### src/rtl/tnn_consts.svh
`ifndef TNN_CONSTS_SVH
`define TNN_CONSTS_SVH

// ############################################################
// network dimensions
// ############################################################

`define TNN_FEAT_CNT    8   // input features
`define TNN_FEAT_BITS   4   // unsigned feature width
`define TNN_HIDDEN_CNT  6   // hidden neurons
`define TNN_CLASS_CNT   4   // output classes
`define TNN_SCORE_BITS  4   // signed score, holds +/-6

// ############################################################
// first layer weights, bit h*8+f
// ############################################################

// row nonzero counts are 3, 5, 2, 4, 5, 1
`define TNN_L1_MASK 48'h8079_A648_D325
// 1 = +1, 0 = -1, only read under the mask
`define TNN_L1_SIGN 48'h0031_8440_5205

// ############################################################
// second layer weights, bit c*6+h
// ############################################################

`define TNN_L2_MASK 24'h9E_B7B5   // nonzero entries
`define TNN_L2_SIGN 24'hC0_94A4   // 1 = +1, 0 = -1

`endif

### src/rtl/tnn_feat_pkg.sv
`include "tnn_consts.svh"

// ############################################################
// input side types
// ############################################################

package tnn_feat_pkg;

  // one inference worth of features, feature f at [f]
  typedef logic [`TNN_FEAT_CNT-1:0][`TNN_FEAT_BITS-1:0] feat_vec_t;

  // a feature with its weight sign applied
  // one extra bit so that -15 fits
  typedef logic signed [`TNN_FEAT_BITS:0] feat_sample_t;

endpackage

### src/rtl/tnn_layer_pkg.sv
`include "tnn_consts.svh"

// ############################################################
// layer output types
// ############################################################

package tnn_layer_pkg;

  typedef logic [`TNN_HIDDEN_CNT-1:0] hidden_vec_t;  // 1 = sum >= 0

  // ternary product term, +1 / 0 / -1
  typedef logic signed [1:0] unit_sample_t;

  typedef logic signed [`TNN_SCORE_BITS-1:0] score_t;  // per-class total

  typedef logic [$clog2(`TNN_CLASS_CNT)-1:0] class_idx_t;

  // what the classifier reports once finished
  typedef struct packed {
    logic        valid;      // stays high until reset
    class_idx_t  class_idx;  // winning class
    hidden_vec_t hidden;     // first layer activations
  } tnn_result_t;

endpackage

### src/rtl/tnn_accumulator.sv
`timescale 1ns/1ps

// ############################################################
// signed running sum of one sample per cycle
// ############################################################

module tnn_accumulator #(
  parameter int  SIZE     = 4,                   // samples to be summed
  parameter type sample_t = logic signed [4:0],
  parameter int  ACC_BITS = $bits(sample_t) + $clog2(SIZE + 1)
) (
  input  logic                       clk,
  input  logic                       rst,
  input  sample_t                    sample,
  input  logic                       halt,   // hold the sum
  output logic signed [ACC_BITS-1:0] sum,
  output logic                       sign    // 1 when sum >= 0
);

  logic signed [ACC_BITS-1:0] sample_ext;

  assign sample_ext = ACC_BITS'(sample);  // sign extend

  always_ff @(posedge clk or posedge rst) begin
    if (rst) begin
      sum <= '0;
    end else if (!halt) begin
      sum <= sum + sample_ext;
    end
  end

  assign sign = ~sum[ACC_BITS-1];

endmodule

### src/rtl/tnn_first_layer.sv
`timescale 1ns/1ps

// ############################################################
// sparse ternary first layer, one nonzero weight per cycle
// ############################################################

module tnn_first_layer #(
  parameter int                             FEAT_CNT   = 8,
  parameter int                             FEAT_BITS  = 4,
  parameter int                             HIDDEN_CNT = 6,
  parameter logic [HIDDEN_CNT*FEAT_CNT-1:0] MASK       = '0,
  parameter logic [HIDDEN_CNT*FEAT_CNT-1:0] SIGN       = '0
) (
  input  logic                      clk,
  input  logic                      rst,
  input  tnn_feat_pkg::feat_vec_t   features,
  output tnn_layer_pkg::hidden_vec_t hidden,
  output logic                      hidden_done
);

  import tnn_feat_pkg::*;

  // nonzero weights in row h
  function automatic int row_nnz(int h);
    int n;
    n = 0;
    for (int f = 0; f < FEAT_CNT; f++) begin
      if (MASK[h*FEAT_CNT+f]) n++;
    end
    return n;
  endfunction

  // feature index of the k-th nonzero weight in row h
  function automatic int feat_of(int h, int k);
    int seen;
    int pos;
    seen = 0;
    pos  = 0;
    for (int f = 0; f < FEAT_CNT; f++) begin
      if (MASK[h*FEAT_CNT+f]) begin
        if (seen == k) pos = f;
        seen++;
      end
    end
    return pos;
  endfunction

  function automatic int max_len();
    int mx;
    mx = 0;
    for (int h = 0; h < HIDDEN_CNT; h++) begin
      if (row_nnz(h) > mx) mx = row_nnz(h);
    end
    return mx;
  endfunction

  localparam int MAX_LEN  = max_len();
  localparam int CNT_BITS = $clog2(MAX_LEN + 1);

  logic [CNT_BITS-1:0] cnt;  // shared sparse index

  assign hidden_done = (cnt == CNT_BITS'(MAX_LEN));

  always_ff @(posedge clk or posedge rst) begin
    if (rst) begin
      cnt <= '0;
    end else if (!hidden_done) begin
      cnt <= cnt + 1'b1;
    end
  end

  for (genvar h = 0; h < HIDDEN_CNT; h++) begin : g_neuron
    localparam int ROW_LEN = row_nnz(h);

    // sparse sample list, padded with zeros so cnt never runs past it
    feat_sample_t samples [MAX_LEN+1];

    for (genvar k = 0; k <= MAX_LEN; k++) begin : g_slot
      if (k < ROW_LEN) begin : g_used
        localparam int F = feat_of(h, k);
        assign samples[k] = SIGN[h*FEAT_CNT+F] ? feat_sample_t'(features[F])
                                               : -feat_sample_t'(features[F]);
      end else begin : g_pad
        assign samples[k] = '0;
      end
    end

    tnn_accumulator #(
      .SIZE     (ROW_LEN),
      .sample_t (feat_sample_t)
    ) u_acc (
      .clk    (clk),
      .rst    (rst),
      .sample (samples[cnt]),
      .halt   (cnt >= CNT_BITS'(ROW_LEN)),  // row used up
      .sum    (),
      .sign   (hidden[h])
    );
  end

endmodule

### src/rtl/tnn_second_layer.sv
`timescale 1ns/1ps

// ############################################################
// dense ternary second layer, one hidden neuron per cycle
// ############################################################

module tnn_second_layer #(
  parameter int                              HIDDEN_CNT = 6,
  parameter int                              CLASS_CNT  = 4,
  parameter logic [CLASS_CNT*HIDDEN_CNT-1:0] MASK       = '0,
  parameter logic [CLASS_CNT*HIDDEN_CNT-1:0] SIGN       = '0
) (
  input  logic                       clk,
  input  logic                       rst,
  input  tnn_layer_pkg::hidden_vec_t hidden,
  input  logic                       hidden_done,  // first layer finished
  output tnn_layer_pkg::score_t      scores [CLASS_CNT],
  output logic                       scores_done
);

  import tnn_layer_pkg::*;

  localparam int IDX_BITS = $clog2(HIDDEN_CNT + 1);

  logic [IDX_BITS-1:0] idx;                 // hidden neuron being fed
  logic                run;
  unit_sample_t        samples [CLASS_CNT];

  assign scores_done = (idx == IDX_BITS'(HIDDEN_CNT));
  assign run         = hidden_done && !scores_done;

  always_ff @(posedge clk or posedge rst) begin
    if (rst) begin
      idx <= '0;
    end else if (run) begin
      idx <= idx + 1'b1;
    end
  end

  for (genvar c = 0; c < CLASS_CNT; c++) begin : g_class
    // weight times hidden bit as +/-1, zero where masked
    always_comb begin
      samples[c] = '0;
      for (int h = 0; h < HIDDEN_CNT; h++) begin
        if (idx == IDX_BITS'(h) && MASK[c*HIDDEN_CNT+h]) begin
          samples[c] = (hidden[h] ~^ SIGN[c*HIDDEN_CNT+h]) ? unit_sample_t'(1)
                                                           : unit_sample_t'(-1);
        end
      end
    end

    tnn_accumulator #(
      .SIZE     (HIDDEN_CNT),
      .sample_t (unit_sample_t),
      .ACC_BITS ($bits(score_t))
    ) u_acc (
      .clk    (clk),
      .rst    (rst),
      .sample (samples[c]),
      .halt   (!run),
      .sum    (scores[c]),
      .sign   ()
    );
  end

endmodule

### src/rtl/tnn_argmax.sv
`timescale 1ns/1ps

// ############################################################
// best class select, lowest index wins a tie
// ############################################################

module tnn_argmax #(
  parameter int CLASS_CNT = 4
) (
  input  logic                      clk,
  input  logic                      rst,
  input  tnn_layer_pkg::score_t     scores [CLASS_CNT],
  input  logic                      scores_done,
  output tnn_layer_pkg::class_idx_t class_idx,
  output logic                      class_valid
);

  import tnn_layer_pkg::*;

  class_idx_t best_idx;
  score_t     best_score;

  // strictly greater keeps the first maximum
  always_comb begin
    best_idx   = '0;
    best_score = scores[0];
    for (int c = 1; c < CLASS_CNT; c++) begin
      if (scores[c] > best_score) begin
        best_score = scores[c];
        best_idx   = class_idx_t'(c);
      end
    end
  end

  always_ff @(posedge clk or posedge rst) begin
    if (rst) begin
      class_idx   <= '0;
      class_valid <= 1'b0;
    end else if (scores_done && !class_valid) begin  // capture once
      class_idx   <= best_idx;
      class_valid <= 1'b1;
    end
  end

endmodule

### src/rtl/tnn_classifier_top.sv
`timescale 1ns/1ps

`include "tnn_consts.svh"

// ############################################################
// two layer ternary classifier
// ############################################################

module tnn_classifier_top (
  input  logic                       clk,
  input  logic                       rst,
  input  tnn_feat_pkg::feat_vec_t    features,  // hold steady after reset
  output tnn_layer_pkg::tnn_result_t result
);

  import tnn_layer_pkg::*;

  hidden_vec_t hidden;
  logic        hidden_done;
  score_t      scores [`TNN_CLASS_CNT];
  logic        scores_done;
  class_idx_t  class_idx;
  logic        class_valid;

  tnn_first_layer #(
    .FEAT_CNT   (`TNN_FEAT_CNT),
    .FEAT_BITS  (`TNN_FEAT_BITS),
    .HIDDEN_CNT (`TNN_HIDDEN_CNT),
    .MASK       (`TNN_L1_MASK),
    .SIGN       (`TNN_L1_SIGN)
  ) u_first_layer (
    .clk         (clk),
    .rst         (rst),
    .features    (features),
    .hidden      (hidden),
    .hidden_done (hidden_done)
  );

  tnn_second_layer #(
    .HIDDEN_CNT (`TNN_HIDDEN_CNT),
    .CLASS_CNT  (`TNN_CLASS_CNT),
    .MASK       (`TNN_L2_MASK),
    .SIGN       (`TNN_L2_SIGN)
  ) u_second_layer (
    .clk         (clk),
    .rst         (rst),
    .hidden      (hidden),
    .hidden_done (hidden_done),
    .scores      (scores),
    .scores_done (scores_done)
  );

  tnn_argmax #(
    .CLASS_CNT (`TNN_CLASS_CNT)
  ) u_argmax (
    .clk         (clk),
    .rst         (rst),
    .scores      (scores),
    .scores_done (scores_done),
    .class_idx   (class_idx),
    .class_valid (class_valid)
  );

  assign result.valid     = class_valid;
  assign result.class_idx = class_idx;
  assign result.hidden    = hidden;  // final since edge 5

endmodule

### config.mk
export PLATFORM = sky130hd
export DESIGN_NAME = tnn_classifier_top
export DESIGN_NICKNAME = d
export VERILOG_FILES = /design/src/rtl/tnn_feat_pkg.sv /design/src/rtl/tnn_layer_pkg.sv /design/src/rtl/tnn_accumulator.sv /design/src/rtl/tnn_first_layer.sv /design/src/rtl/tnn_second_layer.sv /design/src/rtl/tnn_argmax.sv /design/src/rtl/tnn_classifier_top.sv
export VERILOG_INCLUDE_DIRS = /design/src /design/src/rtl
export SDC_FILE = /design/constraint.sdc
export NUM_CORES = 1
export LEC_CHECK = 0
export ABC_AREA = 0
export BUFFER_PORTS_ARGS = -buffer_cell sky130_fd_sc_hd__buf_2
export CAP_MARGIN = 20
export CELL_PAD_IN_SITES_DETAIL_PLACEMENT = 1
export CELL_PAD_IN_SITES_GLOBAL_PLACEMENT = 1
export CORE_UTILIZATION = 30
export CTS_CLUSTER_SIZE = 30
export DETAILED_ROUTE_END_ITERATION = 16
export GPL_TIMING_DRIVEN = 0
export PLACE_DENSITY_LB_ADDON = 0.2
export REMOVE_ABC_BUFFERS = 1
export SYNTH_ARGS = -nofsm -noshare
export SYNTH_HDL_FRONTEND = slang
export SYNTH_SLANG_ARGS = --single-unit
### constraint.sdc
create_clock -name clk -period 6.5 [get_ports clk]
set_input_delay 0.975 -clock clk [delete_from_list [all_inputs] [get_ports clk]]
set_output_delay 0.975 -clock clk [all_outputs]
set_load 0.1 [all_outputs]
### Word-level counts from Yosys, hierarchy flattened

Index checks and enable logic that the tools add are counted.

* register bits after elaboration: 69
* bits in latches: 0
* RAM bits: 0
* memory bits (read-only): 0
* output and inout bits: 9
* memories: 0

* add/sub/neg operators: 18
* multiply operators: 0
* div/mod/pow operators: 0
* $lt $le $gt $ge: 9
* equality and inequality tests: 7
* shifts and indexed selects: 0
* mux-type cells: 50
* bitwise logic cells: 7
* reductions and logical operators: 5

Operator list (count)
* binary-select mux 5 bit (select 3 bit): 6
* two-way mux 5 bit: 12
* two-way mux 2 bit: 29
* negator 4 -> 5 bit: 6
* adder 8 x 5 -> 8 bit: 3
* adder 4 x 2 -> 4 bit: 4
* adder 7 x 5 -> 7 bit: 2
* equality test 3 bit (second input constant): 4
* > comparator 4 bit: 3
* two-way mux 4 bit: 2
* adder 3 x 1 -> 3 bit (second input constant): 2
* adder 6 x 5 -> 6 bit: 1
* equality test 3 x 2 -> 1 bit (second input constant): 2
* >= comparator 3 x 2 -> 1 bit (second input constant): 2
* >= comparator 3 bit (second input constant): 2
* inverter 1 bit: 6
* >= comparator 4 bit (second input constant): 1
* inverter 3 -> 4 bit: 1
* equality test 3 x 1 -> 1 bit (second input constant): 1
* >= comparator 3 x 1 -> 1 bit (second input constant): 1
* zero test 3 bit: 1
* logical AND 1 bit: 2
* zero test 1 bit: 2
* two-way mux 1 bit: 1

### Depth between registers and ports, before layout

* depth in word-level cells: 6
* depth in mapped cells: 19

### By module

A second synthesis with hierarchy kept.

* cells, all modules: 768
* area total of the unflattened synthesis: 6856.6 µm²

Modules (own cells, without submodules)
* tnn_accumulator at u_first_layer.g_neuron[1].u_acc ...: times used 3, cells an instance 69, area an instance 649.4 µm², seq. area each 200.2 µm²
* tnn_first_layer: times used 1, cells an instance 176, area an instance 1234.9 µm², seq. area each 75.1 µm²
* tnn_accumulator at u_second_layer.g_class[0].u_acc ...: times used 4, cells an instance 29, area an instance 306.5 µm², seq. area each 100.1 µm²
* tnn_accumulator at u_first_layer.g_neuron[0].u_acc ...: times used 2, cells an instance 56, area an instance 526.8 µm², seq. area each 175.2 µm²
* tnn_argmax: times used 1, cells an instance 57, area an instance 508.0 µm², seq. area each 75.1 µm²
* tnn_accumulator at u_first_layer.g_neuron[5].u_acc: times used 1, cells an instance 44, area an instance 457.9 µm², seq. area each 150.1 µm²
* tnn_second_layer: times used 1, cells an instance 55, area an instance 420.4 µm², seq. area each 75.1 µm²
* tnn_classifier_top: times used 1, cells an instance 1, area an instance 7.5 µm², seq. area each 0.0 µm²

### Least setup slack after synthesis

OpenSTA, ideal clock, no wires.

* path type: register to register
* start point: register u_second_layer.g_class[1].u_acc.sum[1]
* end point: register u_argmax.class_idx[0]
* data arrival time: 3.736 ns
* setup slack: 2.686 ns
* stages on the path, launching flop included: 19
* buffers on the path: 0
* clock period less this slack: 3.814 ns
* cells stage by stage: dfrtp_1 > ha_1 > nor2b_1 > o21ai_1 > a21oi_1 > or3_1 > and2_1 > ha_1 > nor2b_1 > o21a_1 > o311ai_2 > and2_2 > mux2_2 > ha_1 > nor2b_1 > o21ai_0 > a32oi_1 > a21oi_1 > a21oi_1

* longest elaborated chain between the ends: 6

RTL lines
* start, declared: RTL line tnn_accumulator.sv:16 `output logic signed [ACC_BITS-1:0] sum,`
* start signal, assigned: RTL line tnn_accumulator.sv:28 `sum <= sum + sample_ext;`
* > comparator 4 bit: RTL line tnn_argmax.sv:28 `if (scores[c] > best_score) begin`
* two-way mux 4 bit: RTL line tnn_argmax.sv:28
* > comparator 4 bit: RTL line tnn_argmax.sv:28
* two-way mux 4 bit: RTL line tnn_argmax.sv:28
* > comparator 4 bit: RTL line tnn_argmax.sv:28
* two-way mux 2 bit (*): RTL line tnn_argmax.sv:28
* end signal, assigned: RTL line tnn_argmax.sv:40 `class_idx <= best_idx;`
* end, declared: RTL line tnn_argmax.sv:14 `output tnn_layer_pkg::class_idx_t class_idx,`

Mark *: on every way between the ends. The rest lies on a longest branch, timed or not.
A chain may end at the register's enable or synchronous reset.

### Final worst setup path

* start point: register u_second_layer.g_class[1].u_acc.sum[1]
* end point: register u_argmax.class_idx[1]

* longest elaborated chain between the ends: 6

RTL lines (RTL line)
* > comparator 4 bit: tnn_argmax.sv:28
* two-way mux 4 bit (*): tnn_argmax.sv:28
* > comparator 4 bit: tnn_argmax.sv:28
* two-way mux 4 bit: tnn_argmax.sv:28
* > comparator 4 bit: tnn_argmax.sv:28
* two-way mux 2 bit (*): tnn_argmax.sv:28

Marked as above.

==> results by group <==
Global routing
  • First-pass GRT wire length: just over 30 mm
  • Number of global-route vias before repair: about 5,800
  • Initial antenna violation count: 0
  • Largest net degree at the start of global routing: 46
  • Overall Global Routing Usage: 0.1757
  • Grt ovf: 0

Placement
  • Port bufs: 42
  • GP Congestion: 0.7688
  • Placed cell count: ~1,000
  • Place WS: approximately 2.2 ns
  • HPWL reported at the end of detailed placement: 13.87 mm

Hold path
  • Hold Crit Class: reg -> reg
  • Min-Delay Path Depth: 1

Timing
  • Final setup viols: 0
  • Fin. max-slew vios: 0
  • Skew final: around 0.0062 ns
  • Tcrit/Tclk final: 0.6623
  • Peak Freq: between 200 and 250 MHz
  • Final WS setup: around 2.2 ns
  • Relative slew slack: 0.3909
  • Period minus WS final: 4.305 ns
  • TNS Setup: 0 ns
  • Final hold violations: 0
  • Worst-Margin Slew: approximately 0.91 ns
  • RSZ-0062 raised after global routing: no

Floorplan
  • Die height: roughly 150 microns
  • Row count: 53
  • I/O pins: 43
  • Initial core utilization: 0.3056
  • Die Width: between 100 and 150 microns
  • Core footprint: between 20,000 and 25,000 sq um
  • Die ar.: about 22,000 sq um

Critical path
  • R2R Setup Slk: between 2 and 2.5 ns
  • Worst r2r dst: u_argmax.class_idx[1]$_DFFE_PP0P_
  • Worst r2r path cells: 18
  • CP Launch Type: flop
  • WP data required: roughly 6.8 ns
  • Worst r2r src: u_second_layer.g_class[1].u_acc.sum[1]$_DFFE_PP0P_
  • End of the critical path: u_argmax.class_idx[1]$_DFFE_PP0P_
  • Setup crit end kind: flop
  • Worst Setup SP: u_second_layer.g_class[1].u_acc.sum[1]$_DFFE_PP0P_
  • Worst Setup Path Type: reg -> reg
  • Arrival @ worst endpoint: approximately 4.6 ns
  • Crit Path Max Fanout: 7

Synth
  • Yosys cell types: 74
  • Avg Cell Area, Syn: roughly 8.6 sq um
  • Post-synth top area share: 0.2687
  • Post-synthesis instance area: around 6400 sq um
  • Synth cell count leaders: nand2_1, ha_1, dfrtp_1
  • Area contributors post-synth: dfrtp_1, ha_1, nand2_1
  • Most common flop cell mapped by yosys: dfrtp_1
  • Cell taking the most area after synthesis: dfrtp_1
  • Most common cell in the netlist: nand2_1
  • Synth warn: 0
  • Seq/Total Area, Yosys: 0.2687
  • Number of synthesized register bits: approximately 70
  • Post-synth EDFFs: 0
  • Synth async-reset ratio: 1.000
  • Mapped Cells: roughly 750

Clock network
  • Total CTS buffers: 9
  • H-tree depth: 3
  • CTS resizes: 0
  • Clock sink count: 69
  • Clk_lat worst skew: between 0.3 and 0.4 ns
  • Setup bufs post-CTS: 0
  • TritonCTS clock tree: yes
  • Cts hold-fix bufs: 0
  • Max clock buf depth: 2
  • CTS root buffer: clkbuf_16
  • CTS clk-pin slew, worst paths: 0.06 ns

Drt
  • Routed WL per cell: around 17 microns
  • Post-route ant nets: 0
  • DRC: 0
  • Via count: 5,432
  • Drt total wl: around 18 mm
  • DR vias/cell: between 5 and 6
  • Initial DRC count: about 180
  • Drt pass-1 iters: 4

Layout
  • N_diodes: 0
  • FILL cells: 2,458
  • Register area: around 1700 sq um
  • Layout area overhead: 11.98%
  • Fin cells: approximately 1,100
  • Final #Nets: between 800 and 900
  • Layout cells sized above 1: 0.1265
  • Multi-input combinational cell area: around 4300 sq um

Run
  • MaxCap Viol Count: 0

Power and ir drop
  • Pleak: ~3.4 nW
  • Pwr dens: between 300 and 400 nW/um^2
  • IR drop worst, VDD: about 180 uV

Outcome
  • Status: complete, no violations
registers in the layout (all words and copies together), names as in the netlist:
name	cells
u_second_layer.idx	3
u_second_layer.g_class.u_acc.sum	16
u_argmax.class_valid	1
u_first_layer.g_neuron.u_acc.sum	44
u_first_layer.cnt	3
u_argmax.class_idx	2
layout make-up:
type                    count  share of cell area
repair buffers             45             0.03896
well taps                 275             0.04783
clock buffers              11             0.03513
clock inverters             5             0.01130
flip-flops and latches     69              0.2403
inverters                  53             0.02800
multi-input cells         592              0.5984
worst max-delay path, cell delays in order, from the launching register on:
cell	delay (ns)
dfrtp_1	0.46
ha_1	0.33
nor2b_1	0.13
o21ai_1	0.20
a21oi_1	0.19
or3_1	0.37
and2_1	0.16
ha_1	0.29
nor2b_1	0.13
o21a_1	0.17
o311ai_2	0.35
and2_2	0.28
mux2_2	0.36
ha_1	0.18
nor2b_1	0.11
o21ai_0	0.09
a32oi_1	0.18
a21oi_1	0.12
a21oi_1	0.13
cells in the final DEF, fill, tap and decap left out, types with 9 or more instances in the layout:
cell	n
nand2_1	84
ha_1	77
dfrtp_1	67
a21oi_1	62
o21ai_0	52
inv_1	51
nor2_1	49
buf_2	42
xnor2_1	23
mux2i_1	21
xor2_1	19
nor3_1	16
a21o_1	15
a211oi_1	12
nor3b_1	10
nand3_1	10
nand2b_1	10
fa_1	10
or3_1	9
clkbuf_16	9
layer usage:
metal	part of all wire	track usage
met1	0.47	0.2214
met2	0.49	0.3075
met3	0.022	0.03344
met4	0.013	0.04175
met5	0	0
how the worst min path moves through the flow:
stage                                                             from                                                  to  slack (ns)
floorplan           u_first_layer.g_neuron[1].u_acc.sum[0]$_DFFE_PP0N_  u_first_layer.g_neuron[1].u_acc.sum[0]$_DFFE_PP0N_        0.45
global placement    u_first_layer.g_neuron[4].u_acc.sum[0]$_DFFE_PP0N_  u_first_layer.g_neuron[4].u_acc.sum[0]$_DFFE_PP0N_        0.46
detailed placement  u_first_layer.g_neuron[1].u_acc.sum[0]$_DFFE_PP0N_  u_first_layer.g_neuron[1].u_acc.sum[0]$_DFFE_PP0N_        0.47
CTS                 u_second_layer.g_class[3].u_acc.sum[3]$_DFFE_PP0P_  u_second_layer.g_class[3].u_acc.sum[3]$_DFFE_PP0P_        0.48
global route        u_second_layer.g_class[3].u_acc.sum[3]$_DFFE_PP0P_  u_second_layer.g_class[3].u_acc.sum[3]$_DFFE_PP0P_        0.49
finish              u_second_layer.g_class[3].u_acc.sum[3]$_DFFE_PP0P_  u_second_layer.g_class[3].u_acc.sum[3]$_DFFE_PP0P_        0.48
power breakdown:
part           switching (mW)  internal, mW  total, mW
registers               0.133         0.578      0.711
logic                   0.732         0.514       1.25
clock network           0.216         0.358      0.574
cells by family (layout without fill, tap and decap cells):
family | after synthesis | after routing | synth area share
compound gates | 205 | 205 | 0.2070
xor+xnor | 42 | 42 | 0.05725
fa+ha+maj | 87 | 87 | 0.1811
buf+inv | 86 | 114 | 0.06173
flops | 69 | 69 | 0.2687
mux | 27 | 27 | 0.04498
simple gates | 231 | 231 | 0.1792
per-stage QoR:
stage | util | area (sq um) | power, mW | hold slack, ns
floorplan | - | 6227 | 1.667 | 0.4453
global placement | 0.3226 | 6782 | 1.890 | 0.4581
detailed placement | 0.3243 | 6818 | 1.982 | 0.4711
CTS | 0.3402 | 7152 | 2.580 | 0.4841
global route | 0.3422 | 7194 | 2.767 | 0.4926
finish | 0.3422 | 7194 | 2.532 | 0.4758
Power figures use the tool's default switching activity.
